**config.mk**
```make
export PLATFORM = sky130hd
export DESIGN_NAME = mem_bridge_flat
export DESIGN_NICKNAME = d
export VERILOG_FILES = /design/src/logic/board_pkg.sv /design/src/logic/mem_port_if.sv /design/src/logic/mem_bridge.sv /design/src/flat_wrapper.sv
export SDC_FILE = /design/constraint.sdc
export NUM_CORES = 1
export LEC_CHECK = 0
export BUFFER_PORTS_ARGS = -buffer_cell sky130_fd_sc_hd__buf_2
export CORE_AREA = 2 2 94 96
export DETAILED_ROUTE_END_ITERATION = 12
export DIE_AREA = 0 0 96 98
export HOLD_SLACK_MARGIN = 0.15
export PLACE_DENSITY_LB_ADDON = 0.05
export SYNTH_ARGS = -nofsm -noshare
export SYNTH_HDL_FRONTEND = slang
export SYNTH_SLANG_ARGS = --single-unit
```
**constraint.sdc**
```tcl
create_clock -name clk -period 1.65 [get_ports clk]
set_clock_uncertainty 0.1 [all_clocks]
set_input_delay 0.33 -clock clk [delete_from_list [all_inputs] [get_ports clk]]
set_output_delay 0.33 -clock clk [all_outputs]
set_load 0.02 [all_outputs]
```
**src/logic/board_pkg.sv**
```systemverilog
`default_nettype none

package board_pkg;

    // byte address on the top-level bus
    typedef logic [11:0] addr_t;

    // one data word and its byte lanes
    typedef logic [31:0] data_t;
    typedef logic [3:0]  strb_t;

    // word inside one bank, taken from addr[9:2]
    typedef logic [7:0] word_idx_t;

    // lowest address bit of the word index
    localparam int unsigned WORD_LSB = 2;

    // 0 selects the data RAM, 1 selects the instruction ROM
    localparam int unsigned BANK_SEL_BIT = 11;

    // bits per byte lane
    localparam int unsigned LANE_BITS = 8;

endpackage

`default_nettype wire

```
**src/logic/mem_port_if.sv**
```systemverilog
`timescale 1ns/1ps
`default_nettype none

// one word-wide memory port between the bridge and a bank
interface mem_port_if;

    logic                  req;
    logic                  we;
    board_pkg::strb_t      be;
    board_pkg::word_idx_t  idx;
    board_pkg::data_t      wdata;
    board_pkg::data_t      rdata;

    modport host (
        output req, we, be, idx, wdata,
        input  rdata
    );

    modport bank (
        input  req, we, be, idx, wdata,
        output rdata
    );

endinterface

`default_nettype wire

```
**src/logic/mem_bridge.sv**
```systemverilog
`timescale 1ns/1ps
`default_nettype none

module mem_bridge (
    input  wire logic              clk,
    input  wire logic              rstn,
    input  wire logic              ready,

    input  wire logic              req,
    input  wire logic              we,
    input  wire board_pkg::addr_t  addr,
    input  wire board_pkg::strb_t  be,
    input  wire board_pkg::data_t  wdata,

    output logic                   ack,
    output board_pkg::data_t       rdata,

    mem_port_if.host               ram,
    mem_port_if.host               rom
);

    localparam int unsigned IDX_W = $bits(board_pkg::word_idx_t);

    logic                  accept;
    logic                  sel_rom;
    board_pkg::word_idx_t  idx;

    // bank selected by the request that is being acknowledged
    logic                  sel_rom_q;
    logic                  ack_q;

    // requests before the stretcher releases are dropped
    assign accept  = req && ready;
    assign sel_rom = addr[board_pkg::BANK_SEL_BIT];

    // bit 10 and bits 1:0 are not decoded
    assign idx = addr[board_pkg::WORD_LSB +: IDX_W];

    // decode, exactly one bank sees req
    assign ram.req = accept && !sel_rom;
    assign rom.req = accept && sel_rom;

    // payload goes to both banks, req picks the one that acts
    assign ram.we    = we;
    assign ram.be    = be;
    assign ram.idx   = idx;
    assign ram.wdata = wdata;

    assign rom.we    = we;
    assign rom.be    = be;
    assign rom.idx   = idx;
    assign rom.wdata = wdata;

    // one ack per accepted request, in the cycle after it
    always_ff @(posedge clk) begin
        if (!rstn) begin
            ack_q     <= 1'b0;
            sel_rom_q <= 1'b0;
        end else begin
            ack_q <= accept;
            if (accept) begin
                sel_rom_q <= sel_rom;
            end
        end
    end

    assign ack = ack_q;

    // banks register their read data on the same edge as ack_q
    always_comb begin
        if (sel_rom_q) begin
            rdata = rom.rdata;
        end else begin
            rdata = ram.rdata;
        end
    end

endmodule

`default_nettype wire

```
**src/flat_wrapper.sv**
```systemverilog
// flat-port wrapper written by rule: the top's interface ports become plain ports
module mem_bridge_flat 
  (clk, rstn, ready, req, we, addr, be, wdata, ack, rdata, ram_req, ram_we, ram_be, ram_idx, ram_wdata, ram_rdata, rom_req, rom_we, rom_be, rom_idx, rom_wdata, rom_rdata);
  mem_port_if ram_i ();
  mem_port_if rom_i ();
  input  wire logic clk;
  input  wire logic rstn;
  input  wire logic ready;
  input  wire logic req;
  input  wire logic we;
  input  wire board_pkg::addr_t addr;
  input  wire board_pkg::strb_t be;
  input  wire board_pkg::data_t wdata;
  output logic ack;
  output board_pkg::data_t rdata;
  output wire logic [$bits(ram_i.req)-1:0] ram_req;
  output wire logic [$bits(ram_i.we)-1:0] ram_we;
  output wire logic [$bits(ram_i.be)-1:0] ram_be;
  output wire logic [$bits(ram_i.idx)-1:0] ram_idx;
  output wire logic [$bits(ram_i.wdata)-1:0] ram_wdata;
  input wire logic [$bits(ram_i.rdata)-1:0] ram_rdata;
  output wire logic [$bits(rom_i.req)-1:0] rom_req;
  output wire logic [$bits(rom_i.we)-1:0] rom_we;
  output wire logic [$bits(rom_i.be)-1:0] rom_be;
  output wire logic [$bits(rom_i.idx)-1:0] rom_idx;
  output wire logic [$bits(rom_i.wdata)-1:0] rom_wdata;
  input wire logic [$bits(rom_i.rdata)-1:0] rom_rdata;
  assign ram_req = ram_i.req;
  assign ram_we = ram_i.we;
  assign ram_be = ram_i.be;
  assign ram_idx = ram_i.idx;
  assign ram_wdata = ram_i.wdata;
  assign ram_i.rdata = ram_rdata;
  assign rom_req = rom_i.req;
  assign rom_we = rom_i.we;
  assign rom_be = rom_i.be;
  assign rom_idx = rom_i.idx;
  assign rom_wdata = rom_i.wdata;
  assign rom_i.rdata = rom_rdata;
  mem_bridge u_core (.clk(clk), .rstn(rstn), .ready(ready), .req(req), .we(we), .addr(addr), .be(be), .wdata(wdata), .ack(ack), .rdata(rdata), .ram(ram_i), .rom(rom_i));
endmodule
```
# --- After elaboration in Yosys (flattened, before gate mapping) ---
# Cells that the tools add are included.
op_classes:
  n_mux: 1
  reduce_logical: 4
op_table:
  columns: ["operator", "count"]
  rows:
  - ["$mux 32", 1]
  - ["$logic_and 1x1->1", 3]
  - ["$logic_not 1->1", 1]
word_totals:
  reg_bits: 2
  inputBits: 117
  wordCells: 7

# --- Longest topological paths before layout ---
logic_depth:
  word_depth: 2
  depth_mapped: 3
  ltp_nobuf: 2

# --- Worst setup path after synthesis ---
# OpenSTA, ideal clock, no wires.
synth_timing:
  path_kind: "reg2out"
  from: "register u_core.sel_rom_q"
  to: "output port rdata[0]"
  arrival_time_ps: 909
  slack_ps: 311
  stages_incl_launch_ff: 4
  path_cell_list: "dfxtp_1 > buf_6 > buf_12 > mux2_4"
synth_between:
  elab_chain_cells: 1
synth_rtl:
  columns: ["item", "line_no", "text"]
  rows:
  - ["start, declared", "mem_bridge.sv:29", "logic sel_rom_q;"]
  - ["start signal, assigned", "mem_bridge.sv:62", "sel_rom_q <= sel_rom;"]
  - ["$mux 32", "mem_bridge.sv:71", "if (sel_rom_q) begin"]
  - ["end, declared", "flat_wrapper.sv:15", "output board_pkg::data_t rdata;"]
# Every way passes these cells.

# --- Worst setup path after layout ---
layout_timing:
  from: "register u_core.sel_rom_q"
  to: "output port rdata[30]"
# Same word-level chain as after synthesis.

==> impl_metrics.tcl <==
set metrics [dict create \
    worstMarginPinSlew_ps 151 \
    synth.lib_cells_used.distinct 11 \
    maximum_number_of_pins_on_one_net_before_global_route_repair 13 \
    num-fill-cells 950 \
    grt_remaining_overflow 0 \
    syn_avg_cell_area_sq_um 9.66 \
    met2_length_mm 1.70 \
    mappedNetlistArea_sq_um 1290 \
    seqCellArea_sq_um 43.8 \
    num_vias 831 \
    timing.fmax_ghz 0.584 \
    first_global_vias 887 \
    clock_latency_ps 210 \
    r2r_start "u_core.sel_rom_q" \
    post-route-drc-count 0 \
    timing.hold.worst.start "rstn" \
    reg2reg_depth 2 \
    fp.dieH_microns 98 \
    timing.rr.end "u_core.sel_rom_q" \
    cellPowerDensity_nw_per_um2 452 \
    crit_path_start_kind "register" \
    cp.required_ps 1220 \
    synth.net_count 251 \
    post-route-min-period_ps 1710 \
    min_path_type "primary input to register" \
    dp_cells 253 \
    ys_seq_elements 2 \
    core_region_sq_um 8470 \
    row_count 34 \
    number_of_antenna_violations_at_the_first_check_in_global_routing 0 \
    layout.nets 268 \
    p_total_w 0.000661 \
    fp.dieArea_sq_um 9410 \
    finalWirelength_mm 3.34 \
    final.period_utilization_pct 104 \
    endpoints_failing_hold 0 \
    num_antenna_cells 0 \
    grt_setup_unrepaired "true" \
    setup_viol 26 \
    drv_slew 0 \
    outcome "complete, but fails checks" \
    aggregate_global_route_resource_usage_pct 6.42 \
    cts.hold.buffers_added 0 \
    wire_length_of_the_first_global_routing_pass_mm 4.80 \
    wl_met1_mm 1.17 \
    mostFrequentLayoutCells "buf_2 (79), mux2_4 (30), buf_6 (24)" \
    violations "setup timing" \
    post-route-worst-setup-slack_ps -61.0 \
    vdd.ir_drop.worst_mv 0.200 \
    ys.warnings.count 0 \
    number_of_cts_inserted_buffers 3 \
    syn_inst 134 \
    cts_htree_levels 1 \
    setup.reg_to_reg.worst_slack_ps 750 \
    multiInputGateArea_sq_um 508 \
    io_pins 242 \
    sequential_cell_area_fraction_in_the_yosys_report_pct 3.09 \
    wl_met3_microns 388 \
    cp.arrival_ps 1280 \
    final_weighted_congestion_in_routability_driven_placement 0.764 \
    drt_first_iter_violations 4 \
    area_delta_synth_final_pct 12.9 \
    setup.worst_path.class "register to primary output" \
    start_util_pct 15.3 \
    power.leakage_nw 0.764 \
    clk_pin_slew_ps 30 \
    top_layer "met4" \
    postCtsSetupBuffers 0 \
    route.detailed.wl_per_inst_microns 13.0 \
    worstPathCellList "buf_12 > mux2_2 > buf_2" \
    die_width_microns 96 \
    max_cap_viol_count 0 \
    cts.sinks 2 \
    stdcell_area_sq_um 1460 \
    place_area_sq_um 1240 \
    route.detailed.vias_per_inst 3.23 \
    timing.hold.worst_endpoint "u_core.sel_rom_q" \
    setup.worst_path.end_class "primary output" \
    worst_slew_margin_rel_pct 89.8 \
    cts_tree "built" \
    cts-root-buf "clkbuf_8" \
    drive_above_1_share_pct 95.3 \
    post_layout_nonfiller_instances 257 \
    hold_path_depth 2 \
    layout_commonest_cell "buf_2" \
    max_stage_delay_ps 410 \
    antenna_violating_nets_post_route 0 \
    timing.critical_path.fanout_max 12 \
    port_buffers 103 \
    maximum_count_of_clock_buffers_along_a_single_path 2 \
    drt_pass1_iterations 2 \
    worst_path_max_delay_cell "dfxtp_4" \
]
-- cells in the mapped netlist, drive strengths merged --
master | number | area [sq um]
nor2 | 1 | 3.75
mux2 | 32 | 473
buf | 94 | 747
dfxtp | 2 | 40.0
a21boi | 1 | 7.51
o21a | 1 | 7.51
nand2 | 1 | 3.75
and3 | 2 | 12.5
-- critical path, delay by kind of cell (launching register included) --
| kind | cells | cell delay, ps |
|---|---|---|
| flip-flops | 1 | 410 |
| buffers and inverters | 2 | 330 |
| multiplexers | 1 | 330 |
-- layout make-up --
type / count / area share (%)
clock buffer: 3 / 2.83
multi-input combinational: 38 / 34.8
timing repair buffer: 106 / 50.2
sequential: 2 / 3.00
tap: 108 / 9.25
-- cells by family after synthesis --
| group | after synthesis | synth area share [%] |
|---|---|---|
| AO/OA/AOI/OAI | 2 | 1.16 |
| buffers and inverters | 94 | 57.7 |
| flip-flops | 2 | 3.09 |
| multiplexers | 32 | 36.5 |
| AND/OR/NAND/NOR | 4 | 1.55 |
-- state kept, by name, indices dropped and copies added, names as in the netlist --
register / cells
u_core.ack: 1
u_core.sel_rom_q: 1
-- worst max path at each step --
| stage | slack (ps) | startpoint | cells past startpoint | endpoint |
|---|---|---|---|---|
| 3_5_place_dp | 140 | u_core.sel_rom_q | 3 | rdata[8] |
| 6_report | -60 | u_core.sel_rom_q | 3 | rdata[30] |
| 3_3_place_gp | 160 | u_core.sel_rom_q | 3 | rdata[8] |
| 4_1_cts | -80 | u_core.sel_rom_q | 3 | rdata[30] |
| 2_1_floorplan | 310 | u_core.sel_rom_q | 3 | rdata[0] |
| 5_1_grt | -110 | u_core.sel_rom_q | 3 | rdata[30] |
-- what timing repair did --
| item | in CTS | in global routing |
|---|---|---|
| setup endpoints to repair | 32 | 32 |
| resized for setup | 34 | 16 |
| cloned | 1 | 0 |
-- metal layers --
layer  vias to the layer above  track usage, %
li1                        374               -
met3                        19            2.24
met5                         -               0
met2                        73            11.1
met4                         0            3.08
met1                       365            6.85
-- metrics by stage --
stage | util (%) | setup WS [ps] | hold WS (ps) | TNS, ps
finish | 17.3 | -61.0 | 249 | -356
global route | 17.3 | -106 | 257 | -1720
CTS | 16.7 | -83.2 | 245 | -1160
detailed placement | 14.6 | 136 | 459 | 0
global placement | 14.6 | 157 | 458 | 0
floorplan | - | 311 | 348 | 0
-- where the power goes --
group / total [W] / leakage, nW / switching, W / internal, W
combinational: 0.000416 / 0.726 / 0.000171 / 0.000246
clock: 0.000190 / 0.0216 / 0.0000359 / 0.000154
sequential: 0.0000545 / 0.0171 / 0.00000427 / 0.0000502
Power figures use the tool's default switching activity.
