==> config.mk <==
export PLATFORM = sky130hd
export DESIGN_NAME = reset_stretch
export DESIGN_NICKNAME = d
export VERILOG_FILES = /design/src/logic/reset_stretch.sv
export SDC_FILE = /design/constraint.sdc
export NUM_CORES = 1
export LEC_CHECK = 0
export BUFFER_PORTS_ARGS = -buffer_cell sky130_fd_sc_hd__buf_4
export CAP_MARGIN = 40
export CELL_PAD_IN_SITES_DETAIL_PLACEMENT = 0
export CELL_PAD_IN_SITES_GLOBAL_PLACEMENT = 1
export CORE_AREA = 2 2 39 41
export DETAILED_ROUTE_END_ITERATION = 7
export DIE_AREA = 0 0 41 43
export PLACE_DENSITY = 0.52
export RECOVER_POWER = 25
export SLEW_MARGIN = 20
export SYNTH_ARGS = -nofsm -noshare
export SYNTH_HDL_FRONTEND = slang
export SYNTH_SLANG_ARGS = --single-unit
==> constraint.sdc <==
create_clock -name clk -period 2.5 [get_ports clk]
set_input_delay 0.125 -clock clk [delete_from_list [all_inputs] [get_ports clk]]
set_output_delay 0.125 -clock clk [all_outputs]
set_load 0.01 [all_outputs]
==> src/logic/reset_stretch.sv <==
`timescale 1ns/1ps
`default_nettype none

module reset_stretch #(
    parameter int unsigned RST_CYCLES = 16
) (
    input  wire logic clk,
    input  wire logic rstn,
    output logic      ready
);

    // one spare count so RST_CYCLES itself always fits
    localparam int unsigned CNT_W = $clog2(RST_CYCLES + 1);

    logic [CNT_W-1:0] count;

    // ready rises on the RST_CYCLES-th edge that samples rstn high
    always_ff @(posedge clk) begin
        if (!rstn) begin
            count <= '0;
            ready <= 1'b0;
        end else if (!ready) begin
            if (count == CNT_W'(RST_CYCLES - 1)) begin
                ready <= 1'b1;
            end else begin
                count <= count + 1'b1;
            end
        end
    end

endmodule

`default_nettype wire

Yosys cells after proc, flatten, opt, wreduce, memory -nomap -nowiden

Index checks and enable logic that the tools add are counted.

Bits of input ports: 2
Register bits: 6
Output and inout bits: 1
Logic and storage cells: 9

Equal/unequal tests: 1
Bitwise logic cells: 2
Muxes and demuxes: 2
Add/subtract/negate cells: 1
Reductions and logical operators: 1

Operators by type and width:

| kind                  | count |
|---|---|
| $add A5 B1 Y5 const B | 1 |
| $eq A5 B4 Y1 const B  | 1 |
| $mux W1               | 2 |
| $not A1 Y1            | 2 |
| $reduce_and A2 Y1     | 1 |

Longest topological paths before layout

Gate-level depths: netlist of run 1.

Depth in word-level cells: 3
Gate-level depth with buffers: 6
Depth with buffers taken out: 6

Least setup slack after synthesis of run 1

Ideal clock, no wire load.

Kind: register to register
Start: reg count[0]
End: reg count[2]
Cell stages (with the launch flop): 7
Path slack: 1.076 ns
Buffers on the path: 0
Data required time: 2.385 ns
Clock period less this slack: 1.424 ns
Data arrival time: 1.309 ns
Setup time: 0.115 ns
Path through: dfxtp_1 > ha_1 > and3_1 > ha_1 > nor3b_2 > xor2_1 > and2_1

Longest elaborated chain between the ends: 3
Elaborated cells on any way between the ends: 4
Those cells by class: add/sub: 1; eq/ne: 1; bitwise: 1; reduce/logical: 1

RTL lines:

| what                                                                  | line | source |
|---|---|---|
| start, declared                                                       | 15   | `logic [CNT_W-1:0] count;` |
| start signal, assigned                                                | 26   | `count <= count + 1'b1;` |
| parallel branches: the longest is 3 deep, another holds $add A5 B1 Y5 | -    |  |

Parallel ways; which one is timed is not known.
A chain may end at the register's enable or synchronous reset.

Final worst setup path of run 1

Start: reg count[0]
End: reg count[3]

The elaborated chain is that of the path after synthesis.

==> metrics, run 1 <==
Site Rows=14; post-CTS sizing=0; Buf+Inv Stages, Crit Path=0; CORE AREA=between 0.001 and 0.0015 mm^2; CP Max Fanout=6; Syn. warnings=0; Synth Net Count=30; Clock transition at path regs=0.04 ns; Syn Inst Count=26; maxcap violations=0; Final period util=61.41%; endpoint class of the critical path=flop; Period minus WS final=approximately 1.5 ns; die area=0.001763 mm^2; Fmax=~0.65 GHz; largest net degree at the start of global routing=8; starting density of the core=19.89%; worst skew pair latency=between 0.2 and 0.25 ns; RSZ-0062 raised after global routing=no; most used cell, CP=ha_1; final worst setup slack=0.9646 ns; status=finished clean; CP delay by family, top=simple AND/OR/NAND/NOR gates; Yosys cell types=16; most common cell after layout, fill and taps aside=dfxtp_1; CTS tree=done; Pre-antenna DRT Iters=2; leakage=0.1661 nW; DRT antenna net count=0; class of the worst hold path=in2reg; initial drt markers=2; Die Wd=between 40 and 50 um; cell area after synthesis=between 200 and 300 um^2; CTS Hold Bufs=0; final setup fails=0; share of layout cells above drive strength 1=22.58%; register area share after synthesis=43.64%; VDD IR max=between 0.2 and 0.25 mV; clk_skew=roughly 0.00026 ns; vias per cell=4.064; Final TNS setup=0 ns; Die Y=roughly 43 um; I/O Buffers=2; post-route DRC violation count=0; Worst Setup Start Kind=flop; wire length per cell=10.17 um; Slew Limit Fails=0; relative max-transition margin=between 80 and 90%; WS Path Type=reg2reg; initial antenna violation count=0; CTS Buf Count=3; hold slack=0.1388 ns; Final GP Congestion=roughly 0.59; vias in the first global route=between 200 and 250; grt ovf=0; first-pass GRT wire length=~880 um; Worst Tran Pin Value=0.2032 ns; Vias=about 190; total number of H-tree levels=1; crit-path max cell delay=between 0.3 and 0.4 ns; GR Util All Layers=under 10%; nets=37; # IOs=3; root buffer cell=clkbuf_4; most frequent cells in the layout=6 x dfxtp_1, 3 x nand2_1, 3 x clkbuf_4; register bit count reported by yosys=6; CTS Buffer Depth=2; Post-CTS Setup Bufs=0; Critical-path top delay cell=dfxtp_1; DPL Wire Length=392.1 um; Critical Path RT=around 2.6 ns; Layout area overhead=19.55%; post-place setup slack=roughly 0.96 ns; Avg Cell Area, Syn=around 11 um^2; Pwr Density=about 620 mW/mm^2; ANT cells=0; final WL=478 um; Cell Chain, Critical Path=ha_1 > and3_1 > ha_1 > nor2_4 > nand4_1 > mux2i_1; Final Hold Vio Count=0; crit path DAT=roughly 1.7 ns; CTS Sinks=6
-- state kept, by name, summed over array words and instances, names as in the netlist --
| register | flops |
|---|---|
| count | 5 |
| ready | 1 |
-- worst register-to-register path, stage by stage, from the launching register on --
cell and delay [ns]:
dfxtp_1 0.33, ha_1 0.20, and3_1 0.19, ha_1 0.24, nor2_4 0.19, nand4_1 0.13
mux2i_1 0.14
-- report_power, final --
group / internal [mW] / total [mW] / switching [mW] / leakage, nW
clock network: 0.0542 / 0.0870 / 0.0328 / 0.0138
logic: 0.00673 / 0.0114 / 0.00471 / 0.103
registers: 0.100 / 0.104 / 0.00354 / 0.0490
total: 0.161 / 0.202 / 0.0411 / 0.166
-- metal layers --
| metal | GRT usage, % | routed length (um) |
|---|---|---|
| met4 | 10.00 | 0 |
| met5 | 0 | 0 |
| met2 | 13.75 | 317 |
| met1 | 6.189 | 150 |
| met3 | 1.571 | 10 |
-- cells by family (layout without fill, tap and decap cells) --
group	count (synthesis)	count (layout)	share of synthesized area, %
adder cells (fa/ha/maj)	2	2	9.089
AND/OR/NAND/NOR	11	11	27.73
multiplexers	1	1	3.637
flip-flops	6	6	43.64
AO/OA/AOI/OAI	3	3	8.181
buffers and inverters	1	6	1.362
XOR/XNOR	2	2	6.365
-- cells in the mapped netlist --
cell type,instances,area (um^2)
dfxtp_1,6,120.1
nand2_1,3,11.26
and2_1,2,12.51
ha_1,2,25.02
xor2_1,2,17.52
a21boi_0,1,7.510
and2b_2,1,8.760
and3_1,1,6.260
inv_1,1,3.750
mux2i_1,1,10.01
nand4_1,1,6.260
nor2_4,1,11.26
nor3b_2,1,12.51
o211a_1,1,10.01
o21ai_0,1,5.000
or2b_1,1,7.510
-- stage by stage --
stage	total power, mW	instances	cell area [um^2]	util (%)
floorplan	0.1130	26	275.3	-
global placement	0.1171	44	310.3	22.42
detailed placement	0.1172	44	310.3	22.42
CTS	0.2089	47	332.8	24.05
global route	0.2169	47	329.1	23.78
finish	0.2024	47	329.1	23.78
-- path summary, 6_finish.rpt --
| check | start | cells after the start | end | slack, ns |
|---|---|---|---|---|
| min reg2reg | count[3] | 2 | count[3] | 0.50 |
| max | count[0] | 6 | count[3] | 0.96 |
| max reg2reg | count[0] | 6 | count[3] | 0.96 |
| min | rstn | 2 | count[2] | 0.14 |
-- layout make-up --
class                      instances  area [um^2]
fill                             144         1055
sequential                         6        120.1
clock buffer                       3        22.52
timing repair buffer               2        11.26
inverter                           1        3.754
multi-input combinational         19        151.4
tap                               16        20.02
No activity file was read; power rests on OpenSTA's default activity.
==> inputs of run 2 (changes only) <==
--- a/config.mk
+++ b/config.mk
@@ -12,7 +12,7 @@
 export CORE_AREA = 2 2 39 41
 export DETAILED_ROUTE_END_ITERATION = 7
 export DIE_AREA = 0 0 41 43
-export PLACE_DENSITY = 0.52
+export PLACE_DENSITY = 0.53
 export RECOVER_POWER = 25
 export SLEW_MARGIN = 20
 export SYNTH_ARGS = -nofsm -noshare
==> constraint.sdc (replaced) <==
create_clock -name clk -period 1.4 [get_ports clk]
set_input_delay 0.07 -clock clk [delete_from_list [all_inputs] [get_ports clk]]
set_output_delay 0.07 -clock clk [all_outputs]
set_load 0.01 [all_outputs]
==> metrics, run 2 (synthesis results as in run 1) <==
vias in the first global route=216 (-1.4%); CP delay by family, top=simple AND/OR/NAND/NOR gates; Clock transition at path regs=0.04 ns (about the same); dpl cell area=327.8 um^2 (+5.6%); first-pass GRT wire length=821 um (-7.0%); class of the worst hold path=in2reg; crit path DAT=1.49 ns (-0.17 ns); Vias=204 (+6.8%); Buf+Inv Stages, Crit Path=0 (unchanged); Layout area overhead=36.82%; Critical Path RT=1.52 ns (-1.10 ns); Final Cell Area=376.6 um^2 (+14%); GR Util All Layers=7.538% (-0.63 points); post-route DRC violation count=0 (unchanged); most common cell after layout, fill and taps aside=dfxtp_1; largest net degree at the start of global routing=8 (unchanged); final WL=464 um (-2.9%); CP Max Fanout=6 (unchanged); CTS tree=done; final worst setup slack=0.03334 ns (-0.9313 ns); VDD IR max=0.3811 mV (+74%); final setup fails=0 (unchanged); initial drt markers=2 (unchanged); final design utilization=27.22% (+3.4 points); Cell Chain, Critical Path=ha_4 > and3_4 > ha_4 > nor2_4 > nand4_1 > mux2i_1; endpoint class of the critical path=flop; Period minus WS final=1.367 ns (-0.1687 ns); # IOs=3 (unchanged); Pwr Density=988.7 mW/mm^2 (+61%); Largest Register=count; Die Y=43 um (unchanged); Critical-path top delay cell=dfxtp_2; Final GP Congestion=0.5750 (-2.2%); worst skew pair latency=0.24 ns (about the same); relative max-transition margin=85.30% (-1.1 points); DPL Wire Length=372.9 um (-4.9%); starting density of the core=19.89% (unchanged); CTS Sinks=6 (unchanged); post-place setup slack=-0.06614 ns (-1.027 ns); most frequent cells in the layout=4 x dfxtp_1, 3 x nand2_1, 3 x clkbuf_4, 3 x buf_4; I/O Buffers=2 (unchanged); Final period util=97.62% (+36 points); total number of H-tree levels=1 (unchanged); DRT antenna net count=0 (unchanged); leakage=0.1745 nW (+5.1%); grt ovf=0 (unchanged); initial antenna violation count=0 (unchanged); Worst Setup Start Kind=flop; nets=39 (+5.4%); Slew Limit Fails=0 (unchanged); CORE AREA=0.001384 mm^2 (unchanged); Final TNS setup=0 ns (unchanged); die area=0.001763 mm^2 (unchanged); Pre-antenna DRT Iters=4 (+2); Die Wd=41 um (unchanged); clk_skew=0.002131 ns (+0.001875 ns); wire length per cell=9.469 um (-6.9%); maxcap violations=0 (unchanged); share of layout cells above drive strength 1=42.42% (+20 points); ANT cells=0 (unchanged); Site Rows=14 (unchanged); crit-path max cell delay=0.33 ns (about the same); status=finished clean; RSZ-0062 raised after global routing=yes; vias per cell=4.163 (+2.4%); root buffer cell=clkbuf_4; Fmax=0.7317 GHz (+12%); CTS Buffer Depth=2 (unchanged); CTS Hold Bufs=0 (unchanged); most used cell, CP=ha_4; CTS Buf Count=3 (unchanged); biggest regs=count x5, ready x1; Final Hold Vio Count=0 (unchanged); max reg flops=5 (unchanged); Worst Tran Pin Value=0.2202 ns (+0.01698 ns); WS Path Type=reg2reg
## run 2: cell count changes in the layout (fill, tap and decap cells not counted), sizes merged
cell,previous run,this run
buf,1,3
## run 2: layout make-up
class                      instances  area [um^2]
sequential                         6        122.6
tap                               16        20.02
fill                             143         1007
inverter                           1        3.754
clock buffer                       3        22.52
timing repair buffer               4        26.28
multi-input combinational         19        181.4
## run 2: worst paths after layout
path / from / endpoint / slack [ns] / cells after the start
worst max register to register: count[1] / count[3] / 0.03 / 6
worst min register to register: count[3] / count[3] / 0.48 / 2
worst max-delay path: count[1] / count[3] / 0.03 / 6
worst min-delay path: rstn / count[2] / 0.09 / 2
## run 2: through the flow
step | instances | hold WS, ns | power (mW)
2_1_floorplan | 26 | 0.1917 | 0.2018
3_3_place_gp | 46 | 0.3201 | 0.2162
3_5_place_dp | 46 | 0.3318 | 0.2176
4_1_cts | 49 | 0.08248 | 0.3766
5_1_grt | 49 | 0.08587 | 0.4004
6_report | 49 | 0.08781 | 0.3723
## run 2: report_power, final
part           internal (mW)  total (mW)  switching, mW  leakage [nW]
sequential             0.181       0.188        0.00761        0.0495
clock                 0.0965       0.152         0.0554        0.0138
combinational         0.0202      0.0321         0.0119         0.111
total                  0.297       0.372         0.0750         0.174
## run 2: per-layer routing
| layer | part of all wire, % | GRT usage (%) | up-vias | wire (um) |
|---|---|---|---|---|
| met5 | 0 | 0 | - | 0 |
| met4 | 0 | 8.000 | 0 | 0 |
| met3 | 4.1 | 3.141 | 0 | 19 |
| met2 | 59 | 12.81 | 6 | 274 |
| met1 | 36 | 5.161 | 93 | 169 |
| li1 | - | - | 105 | - |
## run 2: repair_timing
item / 4_1_cts / 5_1_grt
setup buffers: 0 / 0
cloned: 0 / 0
pin swaps: 2 / 3
resized for setup: 3 / 3
setup endpoints to repair: 4 / 3
